<file path="config.mk">
export PLATFORM = sky130hd
export DESIGN_NAME = bitmap_layer
export DESIGN_NICKNAME = d
export VERILOG_FILES = /design/src/hw/bitmap_pkg.sv /design/src/hw/bitmap_layer.sv /design/src/hw/pixel_decoder.sv /design/src/hw/line_buffer.sv /design/src/hw/fetch_word_writer.sv /design/src/hw/fetch_addr_gen.sv /design/src/hw/line_ram.sv
export SDC_FILE = /design/constraint.sdc
export NUM_CORES = 1
export LEC_CHECK = 0
export ABC_AREA = 1
export ABC_CLOCK_PERIOD_IN_PS = 4450
export BUFFER_PORTS_ARGS = -buffer_cell sky130_fd_sc_hd__buf_2
export CORE_UTILIZATION = 39
export DETAILED_ROUTE_END_ITERATION = 10
export GPL_TIMING_DRIVEN = 0
export SLEW_MARGIN = 0
export SYNTH_ARGS = -nofsm -noshare
export SYNTH_HDL_FRONTEND = slang
export SYNTH_HIERARCHICAL = 1
export SYNTH_SLANG_ARGS = --single-unit
</file>
<file path="constraint.sdc">
create_clock -name CLK -period 4.45 [get_ports CLK]
set_input_delay 1.335 -clock CLK [delete_from_list [all_inputs] [get_ports CLK]]
set_output_delay 1.335 -clock CLK [all_outputs]
set_load 0.1 [all_outputs]
</file>
<file path="src/hw/bitmap_pkg.sv">
package bitmap_pkg;

    localparam int VRAM_ADDR_W   = 19;             // Byte address into VRAM
    localparam int X_W           = 11;
    localparam int Y_W           = 13;
    localparam int DOTS_PER_BANK = 16;
    localparam int RAW_DOT_W     = 16;             // Widest dot, 16 bpp

    typedef enum logic [1:0] {
        clrm_2bpp  = 2'd0,
        clrm_4bpp  = 2'd1,
        clrm_8bpp  = 2'd2,
        clrm_16bpp = 2'd3
    } color_mode_e;

    typedef enum logic [1:0] {
        ximm_256  = 2'd0,
        ximm_512  = 2'd1,
        ximm_1024 = 2'd2,
        ximm_2048 = 2'd3
    } image_width_e;

    typedef enum logic {
        pltm_palette = 1'b0,
        pltm_direct  = 1'b1
    } palette_mode_e;

    typedef struct packed {
        color_mode_e   color_mode;
        image_width_e  image_width;
        palette_mode_e palette_mode;
        logic [3:0]    plt_offset;                 // Upper palette bits, 2/4 bpp
    } bitmap_cfg_t;

    typedef struct packed {
        logic        pri;                          // Transparent dot
        logic [5:0]  pa;
        logic [15:0] clr;
    } pixel_t;

    typedef struct packed {
        logic        ack;
        logic [31:0] rdata;
    } mem_rsp_t;

    // log2 of the pixels held in one 32-bit word
    function automatic logic [2:0] ppw_log2(color_mode_e mode);
        return 3'd4 - 3'(mode);
    endfunction

endpackage
</file>
<file path="src/hw/bitmap_layer.sv">
`timescale 1ns/1ps

module bitmap_layer
    import bitmap_pkg::*;
(
    input  logic                   CLK,
    input  logic                   RESET_n,
    input  logic                   hold,
    input  bitmap_cfg_t            cfg,
    input  logic [X_W-1:0]         x,
    input  logic [Y_W-1:0]         y,
    input  logic                   mem_req,
    input  mem_rsp_t               mem_rsp,
    input  logic                   line_start,
    input  logic                   dot_en,
    output logic [VRAM_ADDR_W-1:0] mem_addr,
    output pixel_t                 pixel
);
    localparam int WORDS  = 16;                    // Slots per bank
    localparam int WORD_W = 32;

    logic                     wr_bank;
    logic [$clog2(WORDS)-1:0] wr_slot;
    logic [WORD_W-1:0]        wr_data;
    logic                     wr_strobe;
    logic [RAW_DOT_W-1:0]     raw_dot;

    fetch_addr_gen i_fetch_addr_gen (
        .CLK,
        .RESET_n,
        .hold,
        .color_mode  (cfg.color_mode),
        .image_width (cfg.image_width),
        .x,
        .y,
        .mem_req,
        .mem_addr
    );

    fetch_word_writer i_fetch_word_writer (
        .CLK,
        .RESET_n,
        .hold,
        .color_mode (cfg.color_mode),
        .line_start,
        .mem_rsp,
        .wr_bank,
        .wr_slot,
        .wr_data,
        .wr_strobe
    );

    line_buffer #(
        .WORDS  (WORDS),
        .WORD_W (WORD_W)
    ) i_line_buffer (
        .CLK,
        .RESET_n,
        .hold,
        .color_mode (cfg.color_mode),
        .line_start,
        .dot_en,
        .wr_bank,
        .wr_slot,
        .wr_data,
        .wr_strobe,
        .raw_dot
    );

    pixel_decoder i_pixel_decoder (
        .CLK,
        .RESET_n,
        .hold,
        .dot_en,
        .cfg,
        .raw_dot,
        .pixel
    );

endmodule

</file>
<file path="src/hw/pixel_decoder.sv">
`timescale 1ns/1ps

module pixel_decoder
    import bitmap_pkg::*;
(
    input  logic                 CLK,
    input  logic                 RESET_n,
    input  logic                 hold,
    input  logic                 dot_en,
    input  bitmap_cfg_t          cfg,
    input  logic [RAW_DOT_W-1:0] raw_dot,
    output pixel_t               pixel
);
    pixel_t dot_next;

    always_comb begin
        dot_next = '{pri: 1'b1, pa: '0, clr: '0};
        case (cfg.color_mode)
            clrm_2bpp: begin
                dot_next.pri = (raw_dot[1:0] == 2'd0);
                dot_next.pa  = {cfg.plt_offset, raw_dot[1:0]};
            end
            clrm_4bpp: begin
                dot_next.pri = (raw_dot[3:0] == 4'd0);
                dot_next.pa  = {cfg.plt_offset[3:2], raw_dot[3:0]};
            end
            clrm_8bpp: begin
                if (cfg.palette_mode == pltm_palette) begin
                    dot_next.pri = (raw_dot[5:0] == 6'd0);   // Top two bits ignored
                    dot_next.pa  = raw_dot[5:0];
                end else begin
                    dot_next.clr = {8'h00, raw_dot[7:0]};
                end
            end
            default: begin                         // 16 bpp direct colour
                dot_next.pri = 1'b0;
                dot_next.clr = raw_dot;
            end
        endcase
    end

    always_ff @(posedge CLK or negedge RESET_n) begin
        if (!RESET_n) begin
            pixel <= '{pri: 1'b1, pa: '0, clr: '0};
        end else if (!hold && dot_en) begin
            pixel <= dot_next;
        end
    end

endmodule

</file>
<file path="src/hw/line_buffer.sv">
`timescale 1ns/1ps

module line_buffer
    import bitmap_pkg::*;
#(
    parameter int WORDS  = 16,
    parameter int WORD_W = 32
) (
    input  logic                     CLK,
    input  logic                     RESET_n,
    input  logic                     hold,
    input  color_mode_e              color_mode,
    input  logic                     line_start,
    input  logic                     dot_en,
    input  logic                     wr_bank,
    input  logic [$clog2(WORDS)-1:0] wr_slot,
    input  logic [WORD_W-1:0]        wr_data,
    input  logic                     wr_strobe,
    output logic [RAW_DOT_W-1:0]     raw_dot
);
    localparam int ADDR_W = $clog2(WORDS);
    localparam int POS_W  = $clog2(DOTS_PER_BANK);
    localparam int SH_W   = $clog2(WORD_W);

    logic [1:0]        bank_we;                    // One strobe per bank
    logic [ADDR_W-1:0] wr_slot_q;
    logic [WORD_W-1:0] wr_data_q;
    logic [POS_W-1:0]  rd_pos;
    logic              rd_bank;
    logic [POS_W-1:0]  rd_pos_q;                   // Aligned with RAM output
    logic              rd_bank_q;
    logic [POS_W-1:0]  addr_pos;
    logic [ADDR_W-1:0] rd_addr;
    logic [WORD_W-1:0] rd_word [2];
    logic [WORD_W-1:0] word_sel;
    logic [WORD_W-1:0] word_sh;
    logic [2:0]        ppw_sh;
    logic [POS_W-1:0]  field_mask;
    logic [SH_W-1:0]   shamt;

    always_ff @(posedge CLK or negedge RESET_n) begin
        if (!RESET_n) begin
            bank_we <= 2'b00;
        end else if (!hold) begin
            bank_we <= wr_strobe ? (wr_bank ? 2'b10 : 2'b01) : 2'b00;
        end
    end

    always_ff @(posedge CLK) begin
        if (!hold && wr_strobe) begin
            wr_slot_q <= wr_slot;
            wr_data_q <= wr_data;
        end
    end

    // Start one before the wrap so the first dot is bank 0, position 0
    always_ff @(posedge CLK or negedge RESET_n) begin
        if (!RESET_n) begin
            rd_pos    <= '0;
            rd_bank   <= 1'b0;
            rd_pos_q  <= '0;
            rd_bank_q <= 1'b0;
        end else if (!hold) begin
            rd_pos_q  <= rd_pos;
            rd_bank_q <= rd_bank;
            if (line_start) begin
                rd_pos  <= '1;
                rd_bank <= 1'b1;
            end else if (dot_en) begin
                rd_pos <= rd_pos + 1'b1;
                if (rd_pos == '1) begin
                    rd_bank <= !rd_bank;
                end
            end
        end
    end

    // Under hold the RAM re-reads the word already on its output
    always_comb begin
        ppw_sh   = ppw_log2(color_mode);
        addr_pos = hold ? rd_pos_q : rd_pos;
        rd_addr  = ADDR_W'(addr_pos >> ppw_sh);
    end

    for (genvar b = 0; b < 2; b++) begin : g_bank
        line_ram #(
            .WORDS  (WORDS),
            .WORD_W (WORD_W)
        ) i_line_ram (
            .CLK,
            .wr_en   (bank_we[b] && !hold),
            .wr_addr (wr_slot_q),
            .wr_data (wr_data_q),
            .rd_addr,
            .rd_data (rd_word[b])
        );
    end

    // Fields count from the MSB, so shift the wanted one to the top
    always_comb begin
        word_sel   = rd_bank_q ? rd_word[1] : rd_word[0];
        field_mask = (POS_W'(1) << ppw_sh) - 1'b1; // 2 bpp wraps to all ones
        shamt      = SH_W'(rd_pos_q & field_mask) << (3'(color_mode) + 3'd1);
        word_sh    = word_sel << shamt;
    end

    always_ff @(posedge CLK) begin
        if (!hold) begin
            case (color_mode)
                clrm_2bpp:  raw_dot <= RAW_DOT_W'(word_sh[WORD_W-1 -: 2]);
                clrm_4bpp:  raw_dot <= RAW_DOT_W'(word_sh[WORD_W-1 -: 4]);
                clrm_8bpp:  raw_dot <= RAW_DOT_W'(word_sh[WORD_W-1 -: 8]);
                default:    raw_dot <= word_sh[WORD_W-1 -: RAW_DOT_W];
            endcase
        end
    end

endmodule

</file>
<file path="src/hw/fetch_word_writer.sv">
`timescale 1ns/1ps

module fetch_word_writer
    import bitmap_pkg::*;
(
    input  logic                               CLK,
    input  logic                               RESET_n,
    input  logic                               hold,
    input  color_mode_e                        color_mode,
    input  logic                               line_start,
    input  mem_rsp_t                           mem_rsp,
    output logic                               wr_bank,
    output logic [$clog2(DOTS_PER_BANK)-1:0]   wr_slot,
    output logic [31:0]                        wr_data,
    output logic                               wr_strobe
);
    localparam int SLOT_W = $clog2(DOTS_PER_BANK);

    logic [SLOT_W-1:0] idx;                        // Fetch order within two banks
    logic [SLOT_W-1:0] cur_idx;
    logic [SLOT_W-1:0] slot_mask;
    logic [SLOT_W-1:0] wrap_mask;
    logic [1:0]        wpb_sh;

    always_comb begin
        wpb_sh    = 2'(color_mode);                // log2 words per bank
        cur_idx   = line_start ? '0 : idx;         // Ack with line_start goes to slot 0
        slot_mask = (SLOT_W'(1) << wpb_sh) - 1'b1;
        // 16 bpp overflows to zero here and wraps to all ones
        wrap_mask = (SLOT_W'(2) << wpb_sh) - 1'b1;
    end

    always_ff @(posedge CLK or negedge RESET_n) begin
        if (!RESET_n) begin
            idx       <= '0;
            wr_bank   <= 1'b0;
            wr_slot   <= '0;
            wr_strobe <= 1'b0;
        end else if (!hold) begin
            wr_strobe <= mem_rsp.ack;
            if (mem_rsp.ack) begin
                wr_bank <= cur_idx[wpb_sh];
                wr_slot <= cur_idx & slot_mask;
                idx     <= (cur_idx + 1'b1) & wrap_mask;
            end else if (line_start) begin
                idx <= '0;
            end
        end
    end

    // Memory byte 0 ends up in the top byte
    always_ff @(posedge CLK) begin
        if (!hold && mem_rsp.ack) begin
            wr_data <= {mem_rsp.rdata[7:0], mem_rsp.rdata[15:8],
                        mem_rsp.rdata[23:16], mem_rsp.rdata[31:24]};
        end
    end

endmodule

</file>
<file path="src/hw/fetch_addr_gen.sv">
`timescale 1ns/1ps

module fetch_addr_gen
    import bitmap_pkg::*;
(
    input  logic                   CLK,
    input  logic                   RESET_n,
    input  logic                   hold,
    input  color_mode_e            color_mode,
    input  image_width_e           image_width,
    input  logic [X_W-1:0]         x,
    input  logic [Y_W-1:0]         y,
    input  logic                   mem_req,
    output logic [VRAM_ADDR_W-1:0] mem_addr
);
    localparam int WIDX_W = VRAM_ADDR_W - 2;      // 32-bit word index

    logic [2:0]        ppw_sh;
    logic [3:0]        wpl_sh;
    logic [X_W-1:0]    x_word;
    logic [WIDX_W-1:0] x_mask;
    logic [WIDX_W-1:0] word_idx;

    // Depth x width table folded into shifts:
    // the x field is x[log2(width)-1 : log2(ppw)], y fills the bits above it
    always_comb begin
        ppw_sh   = ppw_log2(color_mode);
        wpl_sh   = 4'd8 + 4'(image_width) - 4'(ppw_sh);   // log2 words per line
        x_word   = x >> ppw_sh;                            // Word column
        x_mask   = (WIDX_W'(1) << wpl_sh) - 1'b1;          // Drop bits past the width
        word_idx = (WIDX_W'(y) << wpl_sh) | (WIDX_W'(x_word) & x_mask);
    end

    always_ff @(posedge CLK or negedge RESET_n) begin
        if (!RESET_n) begin
            mem_addr <= '0;
        end else if (!hold && mem_req) begin
            mem_addr <= {word_idx, 2'b00};         // Upper y bits fall off here
        end
    end

endmodule

</file>
<file path="src/hw/line_ram.sv">
`timescale 1ns/1ps

module line_ram #(
    parameter int WORDS  = 16,
    parameter int WORD_W = 32
) (
    input  logic                     CLK,
    input  logic                     wr_en,
    input  logic [$clog2(WORDS)-1:0] wr_addr,
    input  logic [WORD_W-1:0]        wr_data,
    input  logic [$clog2(WORDS)-1:0] rd_addr,
    output logic [WORD_W-1:0]        rd_data
);
    logic [WORD_W-1:0] mem [WORDS];

    always_ff @(posedge CLK) begin
        if (wr_en) begin
            mem[wr_addr] <= wr_data;
        end
        rd_data <= mem[rd_addr];                   // Registered read, block RAM style
    end

endmodule

</file>
==> metrics.cfg, run 1 <==
[status]
status = finished, final reports clean

[placed_design]
hpwlAfterDp_mm = 111
io_buffers = 111
placed_cells = 7567
place.gp.congestion = 0.883

[global_routing]
antenna_found_initial = 3
grt_pass1_vias = 36800
overflow = 0
grt_start_max_net_pins = 63
grt_pass1_wl_mm = 237
track_usage = 0.226

[die]
die_x_um = 377
start_util = 0.393
pin_count = 114
dieArea_um2 = 142000
core-area_um2 = 139000
dieHeight_um = 377
row_count = 137

[min_path]
hp-class = register to register

[final_layout]
final_cells = 7820
drive_gt1_frac = 0.110
nNetsFinal = 5917
syn_to_final_growth_pct = 16.3

[sta]
grt_setup_unrepaired = no
fmax_mhz = 233
min_period_over_period = 0.966
tightestPinTransition_ns = 1.47
post-route-min-period_ns = 4.30
setup_violations = 0
slew_headroom = 0.0187
hold_viol = 0
drv_slew = 0
finClkSkew_ns = 0.0758
tns_ns = 0

[yosys]
synthFlopType = edfxtp_1
syn_avg_cell_area_um2 = 9.91
ys_seq_elements = 1234
synthCells = 5523
yosysUniqueCellTypes = 45
yosys.area.top_type = edfxtp_1
yosysSeqAreaShare = 0.660
yosysWarnings = 6
synth_edf_count = 1108
synth_top_area_share = 0.608
syn_area_um2 = 54700
synth.top_cells.by_count = nand2_1, edfxtp_1, nand3_1, inv_1, buf_2
synth_most_common_cell = nand2_1
async_flop_share = 0.0502
yosys-top-cells-area = edfxtp_1, nand2_1, nand3_1

[route]
dr_wl_met2_mm = 70.9
met3_length_mm = 16.2
drc = 0
antenna_left = 0
routed_wl_mm = 161
vias_per_cell = 5.05
top_layer = met5
drt_iter0_drc = 4330
met1_length_mm = 69.5
detail_route.wl_per_cell_um = 20.6
vias = 39500
firstDrtPassIters = 6

[cts]
cts_sinks = 1234
cts_root_buffer = clkbuf_16
clock_latency_ns = 0.79
cts_made_buffers = 135
clk_path_buf_depth = 3
tritoncts = built
path_clk_slew_ns = 0.06
htree_levels = 4

[power_and_ir_drop]
p_leak_nw = 27.5
powerDensity_nw_per_um2 = 472
max-vdd-ir-drop_v = 0.000342

[worst_setup_path]
endpoint_kind = register
crit_required_ns = 5.06
worstSetupPathType = primary input to register
crit_arrival_ns = 4.90
cp_max_fo = 25
start_kind = primary input

[run]
drv_cap = 0

## kinds of logic (layout without fill, tap and decap cells)
logic type,count (synthesis),after routing,share of synthesized area
DFF,1234,1234,0.660
and+or+nand+nor,2970,2970,0.229
xor gates and xnor gates,2,2,0.000320
buffers and inverters,1162,1579,0.0940
adders and majority gates,13,13,0.00311
other,1,5,0.0000685
AOI/OAI and AO/OA,141,141,0.0140
## layout make-up
type | instances | area, um2
Timing Repair Buffer | 171 | 2000
Buffer | 270 | 1790
Clock inverter | 67 | 607
Antenna cell | 3 | 7.51
Multi-Input combinational cell | 3128 | 13800
Inverter | 892 | 3360
Sequential cell | 1234 | 36100
Clock buffer | 179 | 3660
Fill cell | 12800 | 75700
Tap cell | 1876 | 2350
## timing repair
action	4_1_cts	5_1_grt
setup endpoints to repair	48	23
gates resized for setup	2	6
buffers inserted	0	0
hold buffers	0	0
## worst max-delay path: stages
cell      delay [ns]
buf_2           0.42
inv_2           0.20
ha_1            0.24
clkbuf_1        0.28
nor3_4          0.59
buf_2           0.46
buf_1           0.67
nand3_1         0.21
nand3_1         0.25
nand2_1         0.21
## power breakdown
group | leakage, nW | total [mW] | switching (mW) | internal [mW]
Sequential | 11.3 | 13.3 | 0.337 | 13.0
Clock | 2.07 | 10.8 | 4.73 | 6.04
Combinational | 14.1 | 5.93 | 4.32 | 1.61
## cell usage in the layout, fill, tap and decap left out, types with 6 or more instances in the layout
master	Yosys	routed
a21oi_1	30	29
buf_1	28	28
buf_12	2	24
buf_16	0	36
buf_2	109	219
buf_4	27	30
buf_6	67	67
clkbuf_1	37	70
clkbuf_16	0	137
clkbuf_8	0	7
clkinv_1	0	26
clkinv_2	0	17
dfrtp_1	61	61
dfxtp_1	64	64
edfxtp_1	1108	1108
ha_1	12	12
inv_1	873	872
inv_2	15	16
inv_6	0	6
nand2_1	1870	1870
nand2_2	8	8
nand3_1	950	950
nor2_1	105	73
nor2_4	5	37
o21ai_0	73	73
o21ai_1	19	19
## path summary, 6_finish.rpt
kind                                                             endpoint  cells after the start                            from  slack (ns)
min reg2reg                                    i_line_buffer/wr_data_q[8]                      0  i_fetch_word_writer/wr_data[8]        0.42
min                                            i_line_buffer/wr_data_q[8]                      0  i_fetch_word_writer/wr_data[8]        0.42
max reg2reg                i_line_buffer/g_bank[0].i_line_ram/rd_data[23]                      9         i_line_buffer/rd_pos[3]        0.92
max in group asynchronous                   i_fetch_addr_gen/mem_addr[16]                      1                         RESET_n        3.21
max                        i_line_buffer/g_bank[0].i_line_ram/rd_data[23]                     10                          cfg[7]        0.15
min in group asynchronous                       i_pixel_decoder/pixel[21]                      1                         RESET_n        0.67
## routing by layer
layer  track usage  vias up
met2         0.343     1767
met3        0.0504      251
met1         0.321    18900
met5             0        -
li1              -    18500
met4        0.0761        2
## registers in the layout, summed over array words and instances, names as in the netlist, 2 cells and up
register                                 count
i_fetch_word_writer/wr_data                 32
i_line_buffer/wr_slot_q                      4
i_line_buffer/rd_pos_q                       4
i_line_buffer/wr_data_q                     32
i_line_buffer/g_bank.i_line_ram/mem       1024
i_pixel_decoder/pixel                       23
i_fetch_word_writer/idx                      4
i_line_buffer/bank_we                        2
i_fetch_word_writer/wr_slot                  4
i_line_buffer/raw_dot                       16
i_line_buffer/g_bank.i_line_ram/rd_data     64
i_line_buffer/rd_pos                         4
i_fetch_addr_gen/mem_addr                   17
## through the flow
step                hold WS [ns]   util  instance area, um2  total power, mW  worst slack (ns)
global route               0.424  0.457               63600             31.1            0.0193
CTS                        0.416  0.456               63500             30.1            0.0683
floorplan                  0.400      -               54700             17.1             0.709
global placement           0.402  0.414               57600             19.3             -4.09
detailed placement         0.405  0.425               59200             19.4             -1.13
finish                     0.415  0.457               63600             30.0             0.151
Power figures use the tool's default switching activity.
==> inputs of run 2 (changes only) <==
--- a/config.mk
+++ b/config.mk
@@ -9,6 +9,7 @@
 export ABC_CLOCK_PERIOD_IN_PS = 4450
 export BUFFER_PORTS_ARGS = -buffer_cell sky130_fd_sc_hd__buf_2
 export CORE_UTILIZATION = 39
+export CTS_BUF_LIST = sky130_fd_sc_hd__clkbuf_2
 export DETAILED_ROUTE_END_ITERATION = 10
 export GPL_TIMING_DRIVEN = 0
 export SLEW_MARGIN = 0
@@ -16,3 +17,4 @@
 export SYNTH_HDL_FRONTEND = slang
 export SYNTH_HIERARCHICAL = 1
 export SYNTH_SLANG_ARGS = --single-unit
+export TNS_END_PERCENT = 20
==> run 2 against run 1 <==
Routed wire length grew 1.5%. First-iteration DRC count shrank 3.0%. Non-clock buffer count grew 39. Global-route usage grew 0.32 points. Hold slack lost 0.19 ns. Highest routed layer unchanged.
==> metrics.cfg, run 2 (same netlist as run 1, synthesis figures left out) <==
[power_and_ir_drop]
switchingPower_mw = 9.25  ; was 9.38 mW
p_leak_nw = 27.7  ; was 27.5 nW
max-vdd-ir-drop_v = 0.000284  ; was 0.000342 V
p_int_mw = 17.6  ; was 20.7 mW
powerDensity_nw_per_um2 = 429  ; was 472 nW/um2
power_frac_comb = 0.222  ; was 0.197
clkPwrFrac = 0.281  ; was 0.358
p_seq_frac = 0.497  ; was 0.444
swShare = 0.345  ; was 0.312

[final_layout]
reg_top3 = i_line_buffer/g_bank.i_line_ram/mem x1024, i_line_buffer/g_bank.i_line_ram/rd_data x64  ; unchanged
final_common_cell = nand2_1  ; unchanged
drive_gt1_frac = 0.154  ; was 0.110
final_cells = 8165  ; was 7820
nFillCells = 13200  ; was 12800
syn_to_final_growth_pct = 14.1  ; was 16.3%
largest_register = i_line_buffer/g_bank.i_line_ram/mem  ; unchanged
final_cell_mix = nand2_1, edfxtp_1, nand3_1  ; unchanged
largest_reg_flops = 1024  ; unchanged
final_core_util = 0.448  ; was 0.457
nNetsFinal = 6154  ; was 5917

[worst_setup_path]
r2r_cells = 13  ; was 9
r2r-end = i_line_buffer/g_bank[0].i_line_ram/rd_data[18]  ; was i_line_buffer/g_bank[0].i_line_ram/rd_data[23]
start_kind = primary input  ; unchanged
worstSetupPathType = primary input to register  ; unchanged
slowest_stage = a21oi_2  ; was buf_1
critPathMaxStageDelay_ns = 0.59  ; was 0.67 ns
cp_max_fo = 10  ; was 25
crit_required_ns = 5.82  ; was 5.06 ns
crit_arrival_ns = 5.48  ; was 4.90 ns
endpoint_kind = register  ; unchanged
cp_cell_sequence = dlygate4sd3_1, buf_2, clkbuf_1, nand2_1, o21ai_0, o21ai_0, or2_2, a21oi_2, buf_6, buf_6, buf_2, nand2_1, nand3_1, nand3_1, nand3_1, nand2_1  ; was buf_2, inv_2, ha_1, clkbuf_1, nor3_4, buf_2, buf_1, nand3_1, nand3_1, nand2_1
endpoint = i_line_buffer/g_bank[0].i_line_ram/rd_data[18]  ; was i_line_buffer/g_bank[0].i_line_ram/rd_data[23]
rr_startpoint = i_line_buffer/rd_pos[3]  ; unchanged
ff2ff_setup_slack_ns = 0.74  ; was 0.92 ns
crit_start = hold  ; was cfg[7]

[placed_design]
io_buffers = 111  ; unchanged
place.gp.congestion = 0.883  ; unchanged
placed_cells = 7567  ; unchanged
hpwlAfterDp_mm = 111  ; unchanged

[route]
antenna_left = 0  ; unchanged
routed_wl_mm = 164  ; was 161 mm
vias_per_cell = 4.98  ; was 5.05
firstDrtPassIters = 6  ; unchanged
drt_iter0_drc = 4199  ; was 4330
vias = 40700  ; was 39500
drc = 0  ; unchanged
detail_route.wl_per_cell_um = 20.1  ; was 20.6 um

[sta]
setup_violations = 0  ; unchanged
fmax_mhz = 243  ; was 233 MHz
hold_slack_ns = 0.221  ; was 0.415 ns
hold_viol = 0  ; unchanged
finClkSkew_ns = 0.205  ; was 0.0758 ns
slew_headroom = 0.0341  ; was 0.0187
drv_slew = 0  ; unchanged
post-route-min-period_ns = 4.11  ; was 4.30 ns
grt_setup_unrepaired = no  ; unchanged
tightestPinTransition_ns = 1.45  ; was 1.47 ns
tns_ns = 0  ; unchanged
min_period_over_period = 0.923  ; was 0.966

[global_routing]
grt_pass1_wl_mm = 241  ; was 237 mm
track_usage = 0.230  ; was 0.226
grt_start_max_net_pins = 63  ; unchanged
grt_pass1_vias = 38500  ; was 36800
overflow = 0  ; unchanged
antenna_found_initial = 6  ; was 3

[cts]
clock_latency_ns = 1.67  ; was 0.79 ns
cts_sinks = 1234  ; unchanged
clk_path_buf_depth = 4  ; was 3
cts_root_buffer = clkbuf_2  ; was clkbuf_16
tritoncts = built  ; unchanged
cts_made_buffers = 333  ; was 135
path_clk_slew_ns = 0.11  ; was 0.06 ns
htree_levels = 5  ; was 4

[status]
status = finished, final reports clean  ; unchanged

[die]
dieHeight_um = 377  ; unchanged
start_util = 0.393  ; unchanged
pin_count = 114  ; unchanged
dieArea_um2 = 142000  ; unchanged
row_count = 137  ; unchanged
die_x_um = 377  ; unchanged
core-area_um2 = 139000  ; unchanged

[run]
drv_cap = 0  ; unchanged

[min_path]
hp-class = primary input to register  ; was register to register

[run 2: critical path, delay by kind of cell]
| family | cells | cell delay [ns] |
|---|---|---|
| AOI/OAI and AO/OA | 3 | 0.96 |
| buffers and inverters | 6 | 1.88 |
| and+or+nand+nor | 7 | 1.28 |
[run 2: power by group through the flow]
stage	sequential (mW)	combinational [mW]	clock (mW)
after floorplan	13.9	3.25	0
after global placement	13.7	5.62	0
after detailed placement	13.6	5.80	0
after CTS	13.3	5.84	7.74
after global routing	13.3	6.42	8.31
final	13.3	5.96	7.53
[run 2: routing by layer]
layer / routed length, um / vias to the layer above / global-route usage
met5: 13 / - / 0
met3: 16500 / 332 / 0.0527
met1: 69900 / 19300 / 0.320
met4: 5140 / 2 / 0.0895
met2: 72200 / 1897 / 0.346
li1: - / 19100 / -
[run 2: timing repair]
| item | 4_1_cts | 5_1_grt |
|---|---|---|
| hold endpoints to repair | 100 | 0 |
| gates resized for setup | 0 | 1 |
| setup endpoints to repair | 0 | 2 |
| hold buffers | 39 | 0 |
| buffers inserted | 0 | 0 |
[run 2: how the worst min path moves through the flow]
stage / depth (start not counted) / start / end / slack [ns]
6_report: 4 / line_start / i_fetch_word_writer/wr_slot[0] / 0.22
5_1_grt: 3 / cfg[4] / i_pixel_decoder/pixel[0] / 0.04
4_1_cts: 3 / cfg[4] / i_pixel_decoder/pixel[1] / 0.01
3_5_place_dp: 0 / i_fetch_word_writer/wr_data[12] / i_line_buffer/wr_data_q[12] / 0.40
3_3_place_gp: 0 / i_fetch_word_writer/wr_data[12] / i_line_buffer/wr_data_q[12] / 0.40
2_1_floorplan: 0 / i_fetch_word_writer/wr_data[0] / i_line_buffer/wr_data_q[0] / 0.40
[run 2: layout make-up]
class                   instances  area (um2)  area share
flip-flops and latches       1234       36100       0.578
clock buffers                 493        2470      0.0395
repair buffers                210        2390      0.0383
plain buffers                 270        1790      0.0286
inverters                     892        3360      0.0538
multi-input cells            3128       13700       0.220
diodes                         12        30.0    0.000481
well taps                    1876        2350      0.0376
clock inverters                50         220     0.00353
[run 2: stage by stage]
step,worst slack (ns),power [mW],instance area (um2)
floorplan,0.709,17.1,54700
global placement,-4.09,19.3,57600
detailed placement,-1.13,19.4,59200
CTS,0.230,26.9,62300
global route,0.355,28.1,62400
finish,0.340,26.8,62400
